**src/common/store_iq_defines.svh**
```systemverilog
`ifndef STORE_IQ_DEFINES_SVH
`define STORE_IQ_DEFINES_SVH

// ----------------------------------------
// store issue queue sizing
// ----------------------------------------

`define IQ_DEPTH        8   // entries per bank
`define PREG_WIDTH      6   // physical register number
`define ROB_IDX_WIDTH   4   // rob index, wrap bit not counted
`define SQ_IDX_WIDTH    4   // store queue index
`define IMM_WIDTH       12  // store immediate

// writeback broadcast ports seen by every bank
`define WB_PORTS        2

`endif

```
**src/common/store_iq_pkg.sv**
```systemverilog
`include "store_iq_defines.svh"

package store_iq_pkg;

    // rob index with direction bit for wrap-around age compare
    typedef struct packed {
        logic                         dir;
        logic [`ROB_IDX_WIDTH-1:0]    idx;
    } rob_idx_t;

    typedef logic [`PREG_WIDTH-1:0]   preg_t;
    typedef logic [`SQ_IDX_WIDTH-1:0] sq_idx_t;
    typedef logic [`IMM_WIDTH-1:0]    imm_t;

    typedef enum logic [1:0] {
        SB = 2'b00,
        SH = 2'b01,
        SW = 2'b10
    } store_op_e;

    // what the address pipe needs to compute and record the store address
    typedef struct packed {
        store_op_e op;
        imm_t      imm;
        rob_idx_t  rob_idx;
        sq_idx_t   sq_idx;
    } addr_payload_t;

    // ----------------------------------------
    // age compare
    // ----------------------------------------

    // a is younger than b
    function automatic logic rob_younger(rob_idx_t a, rob_idx_t b);
        if (a.dir == b.dir) begin
            return a.idx > b.idx;
        end
        return a.idx < b.idx;   // b wrapped past a
    endfunction

endpackage

```
**src/store_iq/store_dispatch.sv**
```systemverilog
`timescale 1ns/1ps

`include "store_iq_defines.svh"

module store_dispatch (
    input  logic                  clk,
    input  logic                  rst_n_i,
    input  logic                  dis_en_i,
    input  logic                  full_i,
    output logic                  alloc_o,
    output store_iq_pkg::sq_idx_t alloc_sq_idx_o,
    output logic                  full_o
);
    import store_iq_pkg::*;

    sq_idx_t sq_cnt_q;   // next store queue index to hand out

    // ----------------------------------------
    // accept / stall
    // ----------------------------------------

    // a dispatch is only taken when both banks have room
    assign alloc_o = dis_en_i & ~full_i;
    assign full_o  = full_i;   // stall back to rename

    assign alloc_sq_idx_o = sq_cnt_q;

    // ----------------------------------------
    // store queue index allocation
    // ----------------------------------------

    always_ff @(posedge clk) begin
        if (!rst_n_i) begin
            sq_cnt_q <= '0;
        end else if (alloc_o) begin
            sq_cnt_q <= sq_cnt_q + 1'b1;   // wraps with the store queue
        end
    end

    // rename must hold off while either bank reports full
    a_no_dispatch_when_full: assert property (
        @(posedge clk) disable iff (!rst_n_i)
        dis_en_i |-> !full_i
    ) else $error("store dispatch while issue queue full");

endmodule

```
**src/store_iq/store_issue_bank.sv**
```systemverilog
`timescale 1ns/1ps

`include "store_iq_defines.svh"

module store_issue_bank #(
    parameter int PAYLOAD_WIDTH = 8
) (
    input  logic                                     clk,
    input  logic                                     rst_n_i,
    input  logic                                     alloc_i,
    input  logic [PAYLOAD_WIDTH-1:0]                 alloc_payload_i,
    input  store_iq_pkg::rob_idx_t                   alloc_rob_idx_i,
    input  store_iq_pkg::preg_t                      alloc_preg_i,
    input  logic                                     alloc_ready_i,
    input  logic [`WB_PORTS-1:0]                     wb_en_i,
    input  store_iq_pkg::preg_t [`WB_PORTS-1:0]      wb_preg_i,
    input  logic                                     redirect_i,
    input  store_iq_pkg::rob_idx_t                   redirect_rob_idx_i,
    output logic                                     full_o,
    output logic                                     sel_valid_o,
    output logic [PAYLOAD_WIDTH-1:0]                 sel_payload_o,
    output store_iq_pkg::preg_t                      sel_preg_o
);
    import store_iq_pkg::*;

    localparam int IDX_W = $clog2(`IQ_DEPTH);

    logic [`IQ_DEPTH-1:0]     valid_q;
    logic [`IQ_DEPTH-1:0]     ready_q;   // source operand available
    preg_t                    preg_q    [`IQ_DEPTH];
    rob_idx_t                 rob_q     [`IQ_DEPTH];
    logic [PAYLOAD_WIDTH-1:0] payload_q [`IQ_DEPTH];

    logic [`IQ_DEPTH-1:0]     wake;
    logic [`IQ_DEPTH-1:0]     flush;
    logic [`IQ_DEPTH-1:0]     ready_vec;
    logic                     alloc_wake;
    logic                     do_alloc;
    logic [IDX_W-1:0]         free_idx;
    logic [IDX_W-1:0]         sel_idx;

    // ----------------------------------------
    // wakeup and flush match
    // ----------------------------------------

    always_comb begin
        wake       = '0;
        alloc_wake = 1'b0;
        for (int j = 0; j < `WB_PORTS; j++) begin
            if (wb_en_i[j]) begin
                alloc_wake = alloc_wake | (wb_preg_i[j] == alloc_preg_i);   // same-cycle bypass
                for (int i = 0; i < `IQ_DEPTH; i++) begin
                    if (wb_preg_i[j] == preg_q[i]) begin
                        wake[i] = 1'b1;
                    end
                end
            end
        end
    end

    always_comb begin
        for (int i = 0; i < `IQ_DEPTH; i++) begin
            flush[i] = valid_q[i] & rob_younger(rob_q[i], redirect_rob_idx_i);
        end
    end

    // ----------------------------------------
    // free slot and select, lowest index wins
    // ----------------------------------------

    assign ready_vec = valid_q & ready_q;

    always_comb begin
        free_idx = '0;
        sel_idx  = '0;
        for (int i = `IQ_DEPTH - 1; i >= 0; i--) begin
            if (!valid_q[i]) free_idx = IDX_W'(i);
            if (ready_vec[i]) sel_idx = IDX_W'(i);
        end
    end

    assign full_o        = &valid_q;
    assign do_alloc      = alloc_i & ~redirect_i & ~full_o;
    assign sel_valid_o   = (|ready_vec) & ~redirect_i;   // nothing leaves on redirect
    assign sel_payload_o = payload_q[sel_idx];
    assign sel_preg_o    = preg_q[sel_idx];

    always_ff @(posedge clk) begin
        if (!rst_n_i) begin
            valid_q <= '0;
            ready_q <= '0;
        end else begin
            ready_q <= ready_q | wake;
            if (redirect_i) begin
                valid_q <= valid_q & ~flush;
            end else begin
                if (sel_valid_o) valid_q[sel_idx] <= 1'b0;
                if (do_alloc) valid_q[free_idx] <= 1'b1;
            end
            if (do_alloc) ready_q[free_idx] <= alloc_ready_i | alloc_wake;
        end
    end

    // entry fields
    always_ff @(posedge clk) begin
        if (do_alloc) begin
            preg_q[free_idx]    <= alloc_preg_i;
            rob_q[free_idx]     <= alloc_rob_idx_i;
            payload_q[free_idx] <= alloc_payload_i;
        end
    end

    a_alloc_not_full: assert property (
        @(posedge clk) disable iff (!rst_n_i)
        alloc_i |-> !full_o
    ) else $error("allocation into full issue bank");

    // a selected slot was waiting and ready, and is gone one cycle later
    a_sel_ready_freed: assert property (
        @(posedge clk) disable iff (!rst_n_i)
        sel_valid_o |-> (valid_q[sel_idx] && ready_q[sel_idx]) ##1 !valid_q[$past(sel_idx)]
    ) else $error("issue bank selected a slot that was not ready or not freed");

endmodule

```
**src/store_iq/store_issue_stage.sv**
```systemverilog
`timescale 1ns/1ps

module store_issue_stage (
    input  logic                        clk,
    input  logic                        rst_n_i,
    input  logic                        redirect_i,
    input  logic                        addr_sel_i,
    input  store_iq_pkg::addr_payload_t addr_payload_i,
    input  store_iq_pkg::preg_t         addr_preg_i,
    input  logic                        data_sel_i,
    input  store_iq_pkg::sq_idx_t       data_sq_idx_i,
    input  store_iq_pkg::preg_t         data_preg_i,
    output logic                        addr_issue_o,
    output store_iq_pkg::store_op_e     addr_op_o,
    output store_iq_pkg::imm_t          addr_imm_o,
    output store_iq_pkg::rob_idx_t      addr_rob_idx_o,
    output store_iq_pkg::sq_idx_t       addr_sq_idx_o,
    output store_iq_pkg::preg_t         addr_rs1_o,
    output logic                        data_issue_o,
    output store_iq_pkg::sq_idx_t       data_sq_idx_o,
    output store_iq_pkg::preg_t         data_rs2_o
);
    import store_iq_pkg::*;

    // ----------------------------------------
    // issue strobes
    // ----------------------------------------

    always_ff @(posedge clk) begin
        if (!rst_n_i) begin
            addr_issue_o <= 1'b0;
            data_issue_o <= 1'b0;
        end else begin
            addr_issue_o <= addr_sel_i & ~redirect_i;   // drop across a redirect
            data_issue_o <= data_sel_i & ~redirect_i;
        end
    end

    // ----------------------------------------
    // issue payload
    // ----------------------------------------

    always_ff @(posedge clk) begin
        if (addr_sel_i) begin
            addr_op_o      <= addr_payload_i.op;
            addr_imm_o     <= addr_payload_i.imm;
            addr_rob_idx_o <= addr_payload_i.rob_idx;
            addr_sq_idx_o  <= addr_payload_i.sq_idx;
            addr_rs1_o     <= addr_preg_i;   // base register for the regfile read
        end
        if (data_sel_i) begin
            data_sq_idx_o <= data_sq_idx_i;
            data_rs2_o    <= data_preg_i;
        end
    end

endmodule

```
**src/hdl/store_issue_queue.sv**
```systemverilog
`timescale 1ns/1ps

`include "store_iq_defines.svh"

module store_issue_queue (
    input  logic                               clk,
    input  logic                               rst_n_i,
    input  logic                               dis_en_i,
    input  store_iq_pkg::store_op_e            dis_op_i,
    input  store_iq_pkg::imm_t                 dis_imm_i,
    input  store_iq_pkg::rob_idx_t             dis_rob_idx_i,
    input  store_iq_pkg::preg_t                dis_rs1_i,
    input  logic                               dis_rs1_ready_i,
    input  store_iq_pkg::preg_t                dis_rs2_i,
    input  logic                               dis_rs2_ready_i,
    input  logic [`WB_PORTS-1:0]               wb_en_i,
    input  store_iq_pkg::preg_t [`WB_PORTS-1:0] wb_preg_i,
    input  logic                               redirect_i,
    input  store_iq_pkg::rob_idx_t             redirect_rob_idx_i,
    output logic                               dis_full_o,
    output logic                               addr_issue_o,
    output store_iq_pkg::store_op_e            addr_op_o,
    output store_iq_pkg::imm_t                 addr_imm_o,
    output store_iq_pkg::rob_idx_t             addr_rob_idx_o,
    output store_iq_pkg::sq_idx_t              addr_sq_idx_o,
    output store_iq_pkg::preg_t                addr_rs1_o,
    output logic                               data_issue_o,
    output store_iq_pkg::sq_idx_t              data_sq_idx_o,
    output store_iq_pkg::preg_t                data_rs2_o
);
    import store_iq_pkg::*;

    logic          alloc;
    sq_idx_t       alloc_sq_idx;
    logic          addr_full;
    logic          data_full;
    addr_payload_t addr_alloc_payload;
    logic          addr_sel;
    addr_payload_t addr_sel_payload;
    preg_t         addr_sel_preg;
    logic          data_sel;
    sq_idx_t       data_sel_sq_idx;
    preg_t         data_sel_preg;

    assign addr_alloc_payload = '{
        op:      dis_op_i,
        imm:     dis_imm_i,
        rob_idx: dis_rob_idx_i,
        sq_idx:  alloc_sq_idx
    };

    store_dispatch u_dispatch (
        .clk            (clk),
        .rst_n_i        (rst_n_i),
        .dis_en_i       (dis_en_i),
        .full_i         (addr_full | data_full),   // either bank stalls dispatch
        .alloc_o        (alloc),
        .alloc_sq_idx_o (alloc_sq_idx),
        .full_o         (dis_full_o)
    );

    // ----------------------------------------
    // address half, waits on rs1
    // ----------------------------------------

    store_issue_bank #(
        .PAYLOAD_WIDTH ($bits(addr_payload_t))
    ) u_addr_bank (
        .clk                (clk),
        .rst_n_i            (rst_n_i),
        .alloc_i            (alloc),
        .alloc_payload_i    (addr_alloc_payload),
        .alloc_rob_idx_i    (dis_rob_idx_i),
        .alloc_preg_i       (dis_rs1_i),
        .alloc_ready_i      (dis_rs1_ready_i),
        .wb_en_i            (wb_en_i),
        .wb_preg_i          (wb_preg_i),
        .redirect_i         (redirect_i),
        .redirect_rob_idx_i (redirect_rob_idx_i),
        .full_o             (addr_full),
        .sel_valid_o        (addr_sel),
        .sel_payload_o      (addr_sel_payload),
        .sel_preg_o         (addr_sel_preg)
    );

    // ----------------------------------------
    // data half, waits on rs2
    // ----------------------------------------

    store_issue_bank #(
        .PAYLOAD_WIDTH (`SQ_IDX_WIDTH)
    ) u_data_bank (
        .clk                (clk),
        .rst_n_i            (rst_n_i),
        .alloc_i            (alloc),
        .alloc_payload_i    (alloc_sq_idx),
        .alloc_rob_idx_i    (dis_rob_idx_i),
        .alloc_preg_i       (dis_rs2_i),
        .alloc_ready_i      (dis_rs2_ready_i),
        .wb_en_i            (wb_en_i),
        .wb_preg_i          (wb_preg_i),
        .redirect_i         (redirect_i),
        .redirect_rob_idx_i (redirect_rob_idx_i),
        .full_o             (data_full),
        .sel_valid_o        (data_sel),
        .sel_payload_o      (data_sel_sq_idx),
        .sel_preg_o         (data_sel_preg)
    );

    store_issue_stage u_issue (
        .clk            (clk),
        .rst_n_i        (rst_n_i),
        .redirect_i     (redirect_i),
        .addr_sel_i     (addr_sel),
        .addr_payload_i (addr_sel_payload),
        .addr_preg_i    (addr_sel_preg),
        .data_sel_i     (data_sel),
        .data_sq_idx_i  (data_sel_sq_idx),
        .data_preg_i    (data_sel_preg),
        .addr_issue_o   (addr_issue_o),
        .addr_op_o      (addr_op_o),
        .addr_imm_o     (addr_imm_o),
        .addr_rob_idx_o (addr_rob_idx_o),
        .addr_sq_idx_o  (addr_sq_idx_o),
        .addr_rs1_o     (addr_rs1_o),
        .data_issue_o   (data_issue_o),
        .data_sq_idx_o  (data_sq_idx_o),
        .data_rs2_o     (data_rs2_o)
    );

endmodule

```
**config.mk**
```make
export PLATFORM = sky130hd
export DESIGN_NAME = store_issue_queue
export DESIGN_NICKNAME = d
export VERILOG_FILES = /design/src/common/store_iq_pkg.sv /design/src/store_iq/store_dispatch.sv /design/src/store_iq/store_issue_bank.sv /design/src/store_iq/store_issue_stage.sv /design/src/hdl/store_issue_queue.sv
export VERILOG_INCLUDE_DIRS = /design/src /design/src/common
export SDC_FILE = /design/constraint.sdc
export NUM_CORES = 1
export LEC_CHECK = 0
export BUFFER_PORTS_ARGS = -buffer_cell sky130_fd_sc_hd__buf_2
export CORE_ASPECT_RATIO = 1.5
export CORE_MARGIN = 5
export CORE_UTILIZATION = 62
export CTS_CLUSTER_SIZE = 10
export DETAILED_ROUTE_END_ITERATION = 7
export PLACE_DENSITY = 0.89
export SLEW_MARGIN = 40
export SYNTH_ARGS = -nofsm -noshare
export SYNTH_HDL_FRONTEND = slang
export SYNTH_SLANG_ARGS = --single-unit
```
**constraint.sdc**
```tcl
create_clock -name clk -period 4.6 [get_ports clk]
set_input_delay 0.23 -clock clk [delete_from_list [all_inputs] [get_ports clk]]
set_output_delay 0.23 -clock clk [all_outputs]
set_load 0.05 [all_outputs]
```
==> out/metrics.cfg, run 1 <==
[floorplan]
coreArea_um2 = 32740
io_pins = 98
die_h_um = 233.1
rows = 81
fp.dieArea_um2 = 37000
start_util_pct = 62.85
fp.dieW_um = 158.7

[global_route]
grt_max_degree = 65
track_usage_pct = 27.45
grt_remaining_overflow = 0
grt_pass1_vias = 13950
grt_pass1_wl_um = 78260
antenna_found_initial = 1

[power]
p_leak_nw = 9.032
clock_power_share_pct = 41.6
share_comb_of_total_power_pct = 6.1
ir_drop_mv = 0.3492
power_density_nw_per_um2 = 357.2
power_frac_seq_pct = 52.3
internal-power_mw = 6.449
switching_power_mw = 1.831
swShare_pct = 22.12
total_power_mw = 8.280

[clocking]
htreeDepth = 2
clock_latency_ps = 580
clk_pin_slew_worst_paths_ps = 60
root_buffer = clkbuf_16
tritoncts = yes
ctsHoldBuffers = 14
cts_buffers = 48
cts_buffer_depth = 3
cts.sinks = 429
cts_resized = 0
post_cts_buffers = 0

[sta]
setup_slack_ps = 1771
clock.fmax_mhz = 353.4
fin_crit_ps = 2829
finClkSkew_ps = 25.75
min_period_over_period_pct = 61.51
hold_violations = 0
maxSlewViolCount = 0
rsz0062_at_grt = false
tightestPinTransition_ps = 795.2
setup_tns_ps = 0
setup_violations = 0
slew_headroom_pct = 46.93
hold_ws_ps = 25.28

[job]
max-cap-violations = 0

[detailed_routing]
drt_iter0_drc = 1257
avgViaCountPerCell = 6.637
routedWlPerCell_um = 25.57
wl_um = 52160
vias = 13540
final_antenna_net_count = 0
drtPass1Iterations = 5
route.detailed.drc = 0

[worst_setup_path]
crit_start = u_addr_bank.valid_q[0]
r2r-start = u_addr_bank.valid_q[0]
critPathKind = reg -> reg
cp-start-kind = flip-flop
crit_fanout = 58
crit_path_end_kind = flip-flop
cp.required_ps = 4910
cp.arrival_ps = 3140

[final_layout]
final_core_utilization_pct = 70.81
design_area_um2 = 23180
layout_common_cells = edfxtp_1, mux2i_1, xor2_1
diodes = 0
final_nets = 1707
stdcell_count = 2040
drive_gt1_share_pct = 12.62
final_common_cell = edfxtp_1
syn_to_final_growth_pct = 12.67

[synth]
ys_top_cells_by_area = edfxtp_1, mux2i_1, xor2_1
syn_area_per_cell_um2 = 14.00
yosys.area.top_type = edfxtp_1
syn-num-nets = 1591
ys_seq_area_share_pct = 60.76
yosysTopAreaCellShare_pct = 57.07
synth_edf_count = 391
synth-seq-cells = 429
synth-async-reset-ratio_pct = 0
yosys_warnings = 0
syn_inst = 1470
synth_area_um2 = 20570
synth_flop_cell = edfxtp_1
ys_types = 66

[hold_path]
hp-start = dis_rs1_i[0]
hp-class = in -> reg

[placed_design]
post-place-ws_ps = 1679
placed_area_um2 = 21630
dp_hpwl_um = 32320
io_buffers = 97
place_inst = 1937
gp_congestion = 0.9154

[run_status]
status = finished clean

## power groups by stage
stage,combinational (mW),sequential (mW),clock (mW)
global placement,0.452,4.41,0
finish,0.504,4.33,3.45
detailed placement,0.481,4.41,0
floorplan,0.310,4.40,0
global route,0.541,4.33,3.63
CTS,0.497,4.33,3.47
## sequential cells by signal (all words and copies together), names as in the netlist
register	count
u_dispatch.alloc_sq_idx_o	4
u_data_bank.payload_q	32
u_addr_bank.payload_q	184
u_addr_bank.ready_q	8
u_data_bank.valid_q	8
u_addr_bank.preg_q	48
u_data_bank.ready_q	8
u_issue.addr_imm_o	12
u_data_bank.preg_q	48
u_issue.addr_issue_o	1
u_issue.addr_sq_idx_o	4
u_issue.data_sq_idx_o	4
u_issue.addr_op_o	2
u_issue.addr_rs1_o	6
u_issue.data_issue_o	1
u_issue.data_rs2_o	6
u_addr_bank.valid_q	8
u_data_bank.rob_q	40
u_issue.addr_rob_idx_o	5
## layer usage
metal,vias up,routed length [µm],global-route usage [%]
met5,-,13,0
met4,2,3632,17.59
met3,242,4025,4.413
met2,763,26720,48.26
met1,6647,17780,31.09
li1,5886,-,-
## cells by family after synthesis
kind of cell	count (synthesis)	synth area share, %
flip-flops	429	60.76
AND/OR/NAND/NOR	246	6.890
XOR/XNOR	235	10.00
AO/OA/AOI/OAI	223	7.535
multiplexers	163	7.936
buffers and inverters	109	2.919
adder cells (fa/ha/maj)	65	3.953
## final cells by class
| class | count | area, µm² |
|---|---|---|
| Clock inverter | 3 | 45.04 |
| Timing Repair Buffer | 139 | 1015 |
| Fill cell | 2044 | 9554 |
| Multi-Input combinational cell | 932 | 7621 |
| Clock buffer | 86 | 1344 |
| Inverter | 36 | 135.1 |
| Tap cell | 415 | 519.2 |
| Sequential cell | 429 | 12500 |
## final timing paths
kind,depth (start not counted),end,slack (ps)
setup / recovery,7,u_issue.addr_imm_o[0],1770
hold / removal,1,u_addr_bank.preg_q[3][0],30
setup reg to reg,7,u_issue.addr_imm_o[0],1770
hold reg to reg,2,u_data_bank.valid_q[4],530
## critical path: stages, from the launching register on
cell and delay, ps:
dfxtp_1 600, nand2_1 190, and2_1 210, a32oi_4 290, buf_6 580, mux2i_1 300
o22ai_1 110, or2_1 230
## Yosys cell counts (6+ instances only)
cell,number
a31oi_1,8
dfxtp_1,38
nand2_1,39
o31ai_1,8
buf_2,35
o221ai_1,16
edfxtp_1,391
nand4_1,47
nor2_1,29
nor3_1,8
o22ai_1,61
o21ai_0,12
buf_4,6
o22a_1,10
ha_1,65
inv_1,35
xor2_1,118
a21o_1,13
a21oi_1,38
a211oi_1,14
nor2b_1,7
clkbuf_1,19
mux2i_1,162
xnor2_1,117
or2_1,31
nor4_1,47
(Power assumes the default switching activity.)
==> run 2: changes to the inputs <==
--- a/config.mk
+++ b/config.mk
@@ -6,6 +6,7 @@
 export SDC_FILE = /design/constraint.sdc
 export NUM_CORES = 1
 export LEC_CHECK = 0
+export ABC_AREA = 1
 export BUFFER_PORTS_ARGS = -buffer_cell sky130_fd_sc_hd__buf_2
 export CORE_ASPECT_RATIO = 1.5
 export CORE_MARGIN = 5
==> constraint.sdc (replaced) <==
create_clock -name clk -period 2.8 [get_ports clk]
set_input_delay 0.14 -clock clk [delete_from_list [all_inputs] [get_ports clk]]
set_output_delay 0.14 -clock clk [all_outputs]
set_load 0.05 [all_outputs]
==> out/metrics.cfg, run 2 <==
[worst_setup_path]
cpPeakStageDelay_ps = 470  ; was 600 ps
rrSetupSlack_ps = 550  ; was 1770 ps
crit_fanout = 11  ; was 58
critPathKind = reg -> reg  ; unchanged
cp.arrival_ps = 2520  ; was 3140 ps
crit_top_cell = nor2_4
crit_path_top_delay_cell = nor2_4  ; was dfxtp_1
cp-start-kind = flip-flop  ; unchanged
cp_cell_sequence = nand2_1 -> nor2_2 -> nand2_2 -> nand3_4 -> nor2_4 -> nand3_1 -> nor2_4 -> buf_4  ; was nand2_1 -> and2_1 -> a32oi_4 -> buf_6 -> mux2i_1 -> o22ai_1 -> or2_1
r2r_end = u_addr_bank.payload_q[5][7]  ; was u_issue.addr_imm_o[0]
crit_path_end_kind = flip-flop  ; unchanged
r2r-start = u_data_bank.valid_q[2]  ; was u_addr_bank.valid_q[0]
cp.required_ps = 3060  ; was 4910 ps
crit_family = simple AND/OR/NAND/NOR gates  ; unchanged
reg2reg_depth = 8  ; was 7
cp.buffers_inverters = 1  ; unchanged

[final_layout]
top_register = u_addr_bank.payload_q  ; unchanged
stdcell_count = 2851  ; was 2040
largest_reg_flops = 184  ; unchanged
largest_registers = u_addr_bank.payload_q: 184 flops, u_addr_bank.preg_q: 48 flops, u_data_bank.preg_q: 48 flops  ; unchanged
syn_to_final_growth_pct = 13.30  ; was 12.67%
final_nets = 2458  ; was 1707
final_common_cell = nand2_1  ; was edfxtp_1
layout_common_cells = nand2_1, edfxtp_1, inv_1  ; was edfxtp_1, mux2i_1, xor2_1
drive_gt1_share_pct = 10.43  ; was 12.62%
design_area_um2 = 24830  ; was 23180 µm²
final_core_utilization_pct = 70.95  ; was 70.81%

[run_status]
violations = DRC
status = finished with violations  ; was finished clean

[synth]
ys_seq_area_share_pct = 57.04  ; was 60.76%
syn-num-nets = 2324  ; was 1591
synth_commonest_cells = nand2_1, edfxtp_1, inv_1  ; was edfxtp_1, mux2i_1, xor2_1
synth_flop_cell = edfxtp_1  ; unchanged
synth_area_um2 = 21920  ; was 20570 µm²
syn_area_per_cell_um2 = 9.948  ; was 14.00 µm²
yosysTopAreaCellShare_pct = 53.57  ; was 57.07%
synth.most_common_cell = nand2_1  ; was edfxtp_1
ys_types = 47  ; was 66
synth-seq-cells = 429  ; unchanged
yosys.area.top_type = edfxtp_1  ; unchanged
syn_inst = 2203  ; was 1470
synth-async-reset-ratio_pct = 0  ; unchanged
synth_edf_count = 391  ; unchanged
yosys_warnings = 0  ; unchanged
ys_top_cells_by_area = edfxtp_1, nand2_1, nand3_1  ; was edfxtp_1, mux2i_1, xor2_1

[power]
total_power_mw = 14.02  ; was 8.280 mW
ir_drop_mv = 0.5769  ; was 0.3492 mV
power_density_nw_per_um2 = 564.4  ; was 357.2 nW/µm²
share_comb_of_total_power_pct = 7.6  ; was 6.1%
p_leak_nw = 10.08  ; was 9.032 nW
clock_power_share_pct = 41.5  ; was 41.6%
swShare_pct = 23.44  ; was 22.12%
switching_power_mw = 3.285  ; was 1.831 mW
internal-power_mw = 10.73  ; was 6.449 mW
power_frac_seq_pct = 50.9  ; was 52.3%

[clocking]
clock_latency_ps = 570  ; was 580 ps
clk_pin_slew_worst_paths_ps = 60  ; about the same
cts_buffer_depth = 3  ; unchanged
post_cts_buffers = 0  ; unchanged
cts.sinks = 429  ; unchanged
tritoncts = yes  ; unchanged
root_buffer = clkbuf_16  ; unchanged
htreeDepth = 2  ; unchanged
cts_buffers = 48  ; unchanged

[placed_design]
place_inst = 2734  ; was 1937
post-place-ws_ps = 577.4  ; was 1679 ps
io_buffers = 97  ; unchanged
dp_hpwl_um = 41840  ; was 32320 µm
gp_congestion = 1.009  ; was 0.9154
placed_area_um2 = 23150  ; was 21630 µm²

[hold_path]
whs_path_depth = 1  ; unchanged
hp-class = in -> reg  ; unchanged
hp-start = dis_rob_idx_i[0]  ; was dis_rs1_i[0]
holdPathEnd = u_addr_bank.payload_q[3][4]  ; was u_addr_bank.preg_q[3][0]

[detailed_routing]
drtPass1Iterations = 8  ; was 5
wl_um = 66920  ; was 52160 µm
vias = 18250  ; was 13540
route.detailed.drc = 2  ; was 0
final_antenna_net_count = 0  ; unchanged
routedWlPerCell_um = 23.47  ; was 25.57 µm
drt_iter0_drc = 1978  ; was 1257
avgViaCountPerCell = 6.401  ; was 6.637

[sta]
slew_headroom_pct = 45.78  ; was 46.93%
hold_violations = 0  ; unchanged
min_period_over_period_pct = 80.41  ; was 61.51%
clock.fmax_mhz = 444.2  ; was 353.4 MHz
tightestPinTransition_ps = 812.2  ; was 795.2 ps
rsz0062_at_grt = false  ; unchanged
setup_tns_ps = 0  ; unchanged
setup_slack_ps = 548.6  ; was 1771 ps
setup_violations = 0  ; unchanged
hold_ws_ps = 17.92  ; was 25.28 ps
maxSlewViolCount = 0  ; unchanged
finClkSkew_ps = 20.90  ; was 25.75 ps
fin_crit_ps = 2251  ; was 2829 ps

[global_route]
antenna_found_initial = 1  ; unchanged
grt_max_degree = 89  ; was 65
grt_remaining_overflow = 0  ; unchanged
grt_pass1_vias = 18550  ; was 13950
track_usage_pct = 33.83  ; was 27.45%
grt_pass1_wl_um = 101300  ; was 78260 µm

[floorplan]
io_pins = 98  ; unchanged
rows = 84  ; was 81
coreArea_um2 = 35000  ; was 32740 µm²
die_h_um = 240.3  ; was 233.1 µm
fp.dieArea_um2 = 39290  ; was 37000 µm²
start_util_pct = 62.62  ; was 62.85%
fp.dieW_um = 163.5  ; was 158.7 µm

[job]
max-cap-violations = 0  ; unchanged

[run 2: changes by cell type after synthesis, sizes merged, moves of 80 or more]
cell,before,now
inv,36,289
mux2i,162,0
nand2,39,434
nand3,5,221
nand3b,0,85
nor2,31,115
xnor2,117,37
[run 2: per-layer routing]
metal	GRT usage (%)	part of all wire, %
met5	0	0
met4	24.16	8.3
met3	5.111	9.8
met2	58.56	50
met1	38.02	32
[run 2: timing repair]
item,CTS,global route
resized for setup,0,0
endpoints found under the hold margin,205,0
hold buffers,26,0
[run 2: cells by family after synthesis]
group,Yosys count,share of synthesized area [%]
and+or+nand+nor,953,20.46
DFF,429,57.04
buffers and inverters,396,7.439
AOI/OAI and AO/OA,274,7.913
xor gates and xnor gates,86,3.437
adders and majority gates,65,3.711
[run 2: worst max path at each step]
stage / from / end / slack (ps) / cells after the start
floorplan: u_data_bank.valid_q[0] / u_addr_bank.payload_q[3][0] / 120 / 8
global placement: u_addr_bank.valid_q[7] / u_addr_bank.payload_q[0][17] / 640 / 9
detailed placement: u_data_bank.valid_q[2] / u_addr_bank.payload_q[5][8] / 580 / 8
CTS: u_addr_bank.valid_q[7] / u_addr_bank.payload_q[4][6] / 580 / 9
global route: u_data_bank.valid_q[2] / u_addr_bank.payload_q[5][8] / 430 / 8
finish: u_data_bank.valid_q[2] / u_addr_bank.payload_q[5][7] / 550 / 8
[run 2: area by class of cell]
| type | instances | area [µm²] |
|---|---|---|
| tap | 473 | 591.8 |
| sequential | 429 | 12500 |
| fill | 2299 | 10170 |
| antenna | 1 | 2.502 |
| inverter | 295 | 1107 |
| clock buffer | 89 | 1398 |
| multi-input combinational | 1378 | 7849 |
| clock inverter | 1 | 16.27 |
| timing repair buffer | 185 | 1365 |
[run 2: power by group through the flow]
stage,clock network (mW),logic [mW],registers [mW]
3_3_place_gp,0,0.956,7.25
4_1_cts,5.80,1.04,7.13
3_5_place_dp,0,0.993,7.26
6_report,5.81,1.07,7.13
5_1_grt,6.10,1.14,7.13
2_1_floorplan,0,0.572,7.27
[run 2: worst register-to-register path, cell delays in order (launching register included)]
cell and delay (ps):
dfxtp_1 380, nand2_1 160, nor2_2 70, nand2_2 100, nand3_4 110, nor2_4 170
nand3_1 210, nor2_4 470, buf_4 290
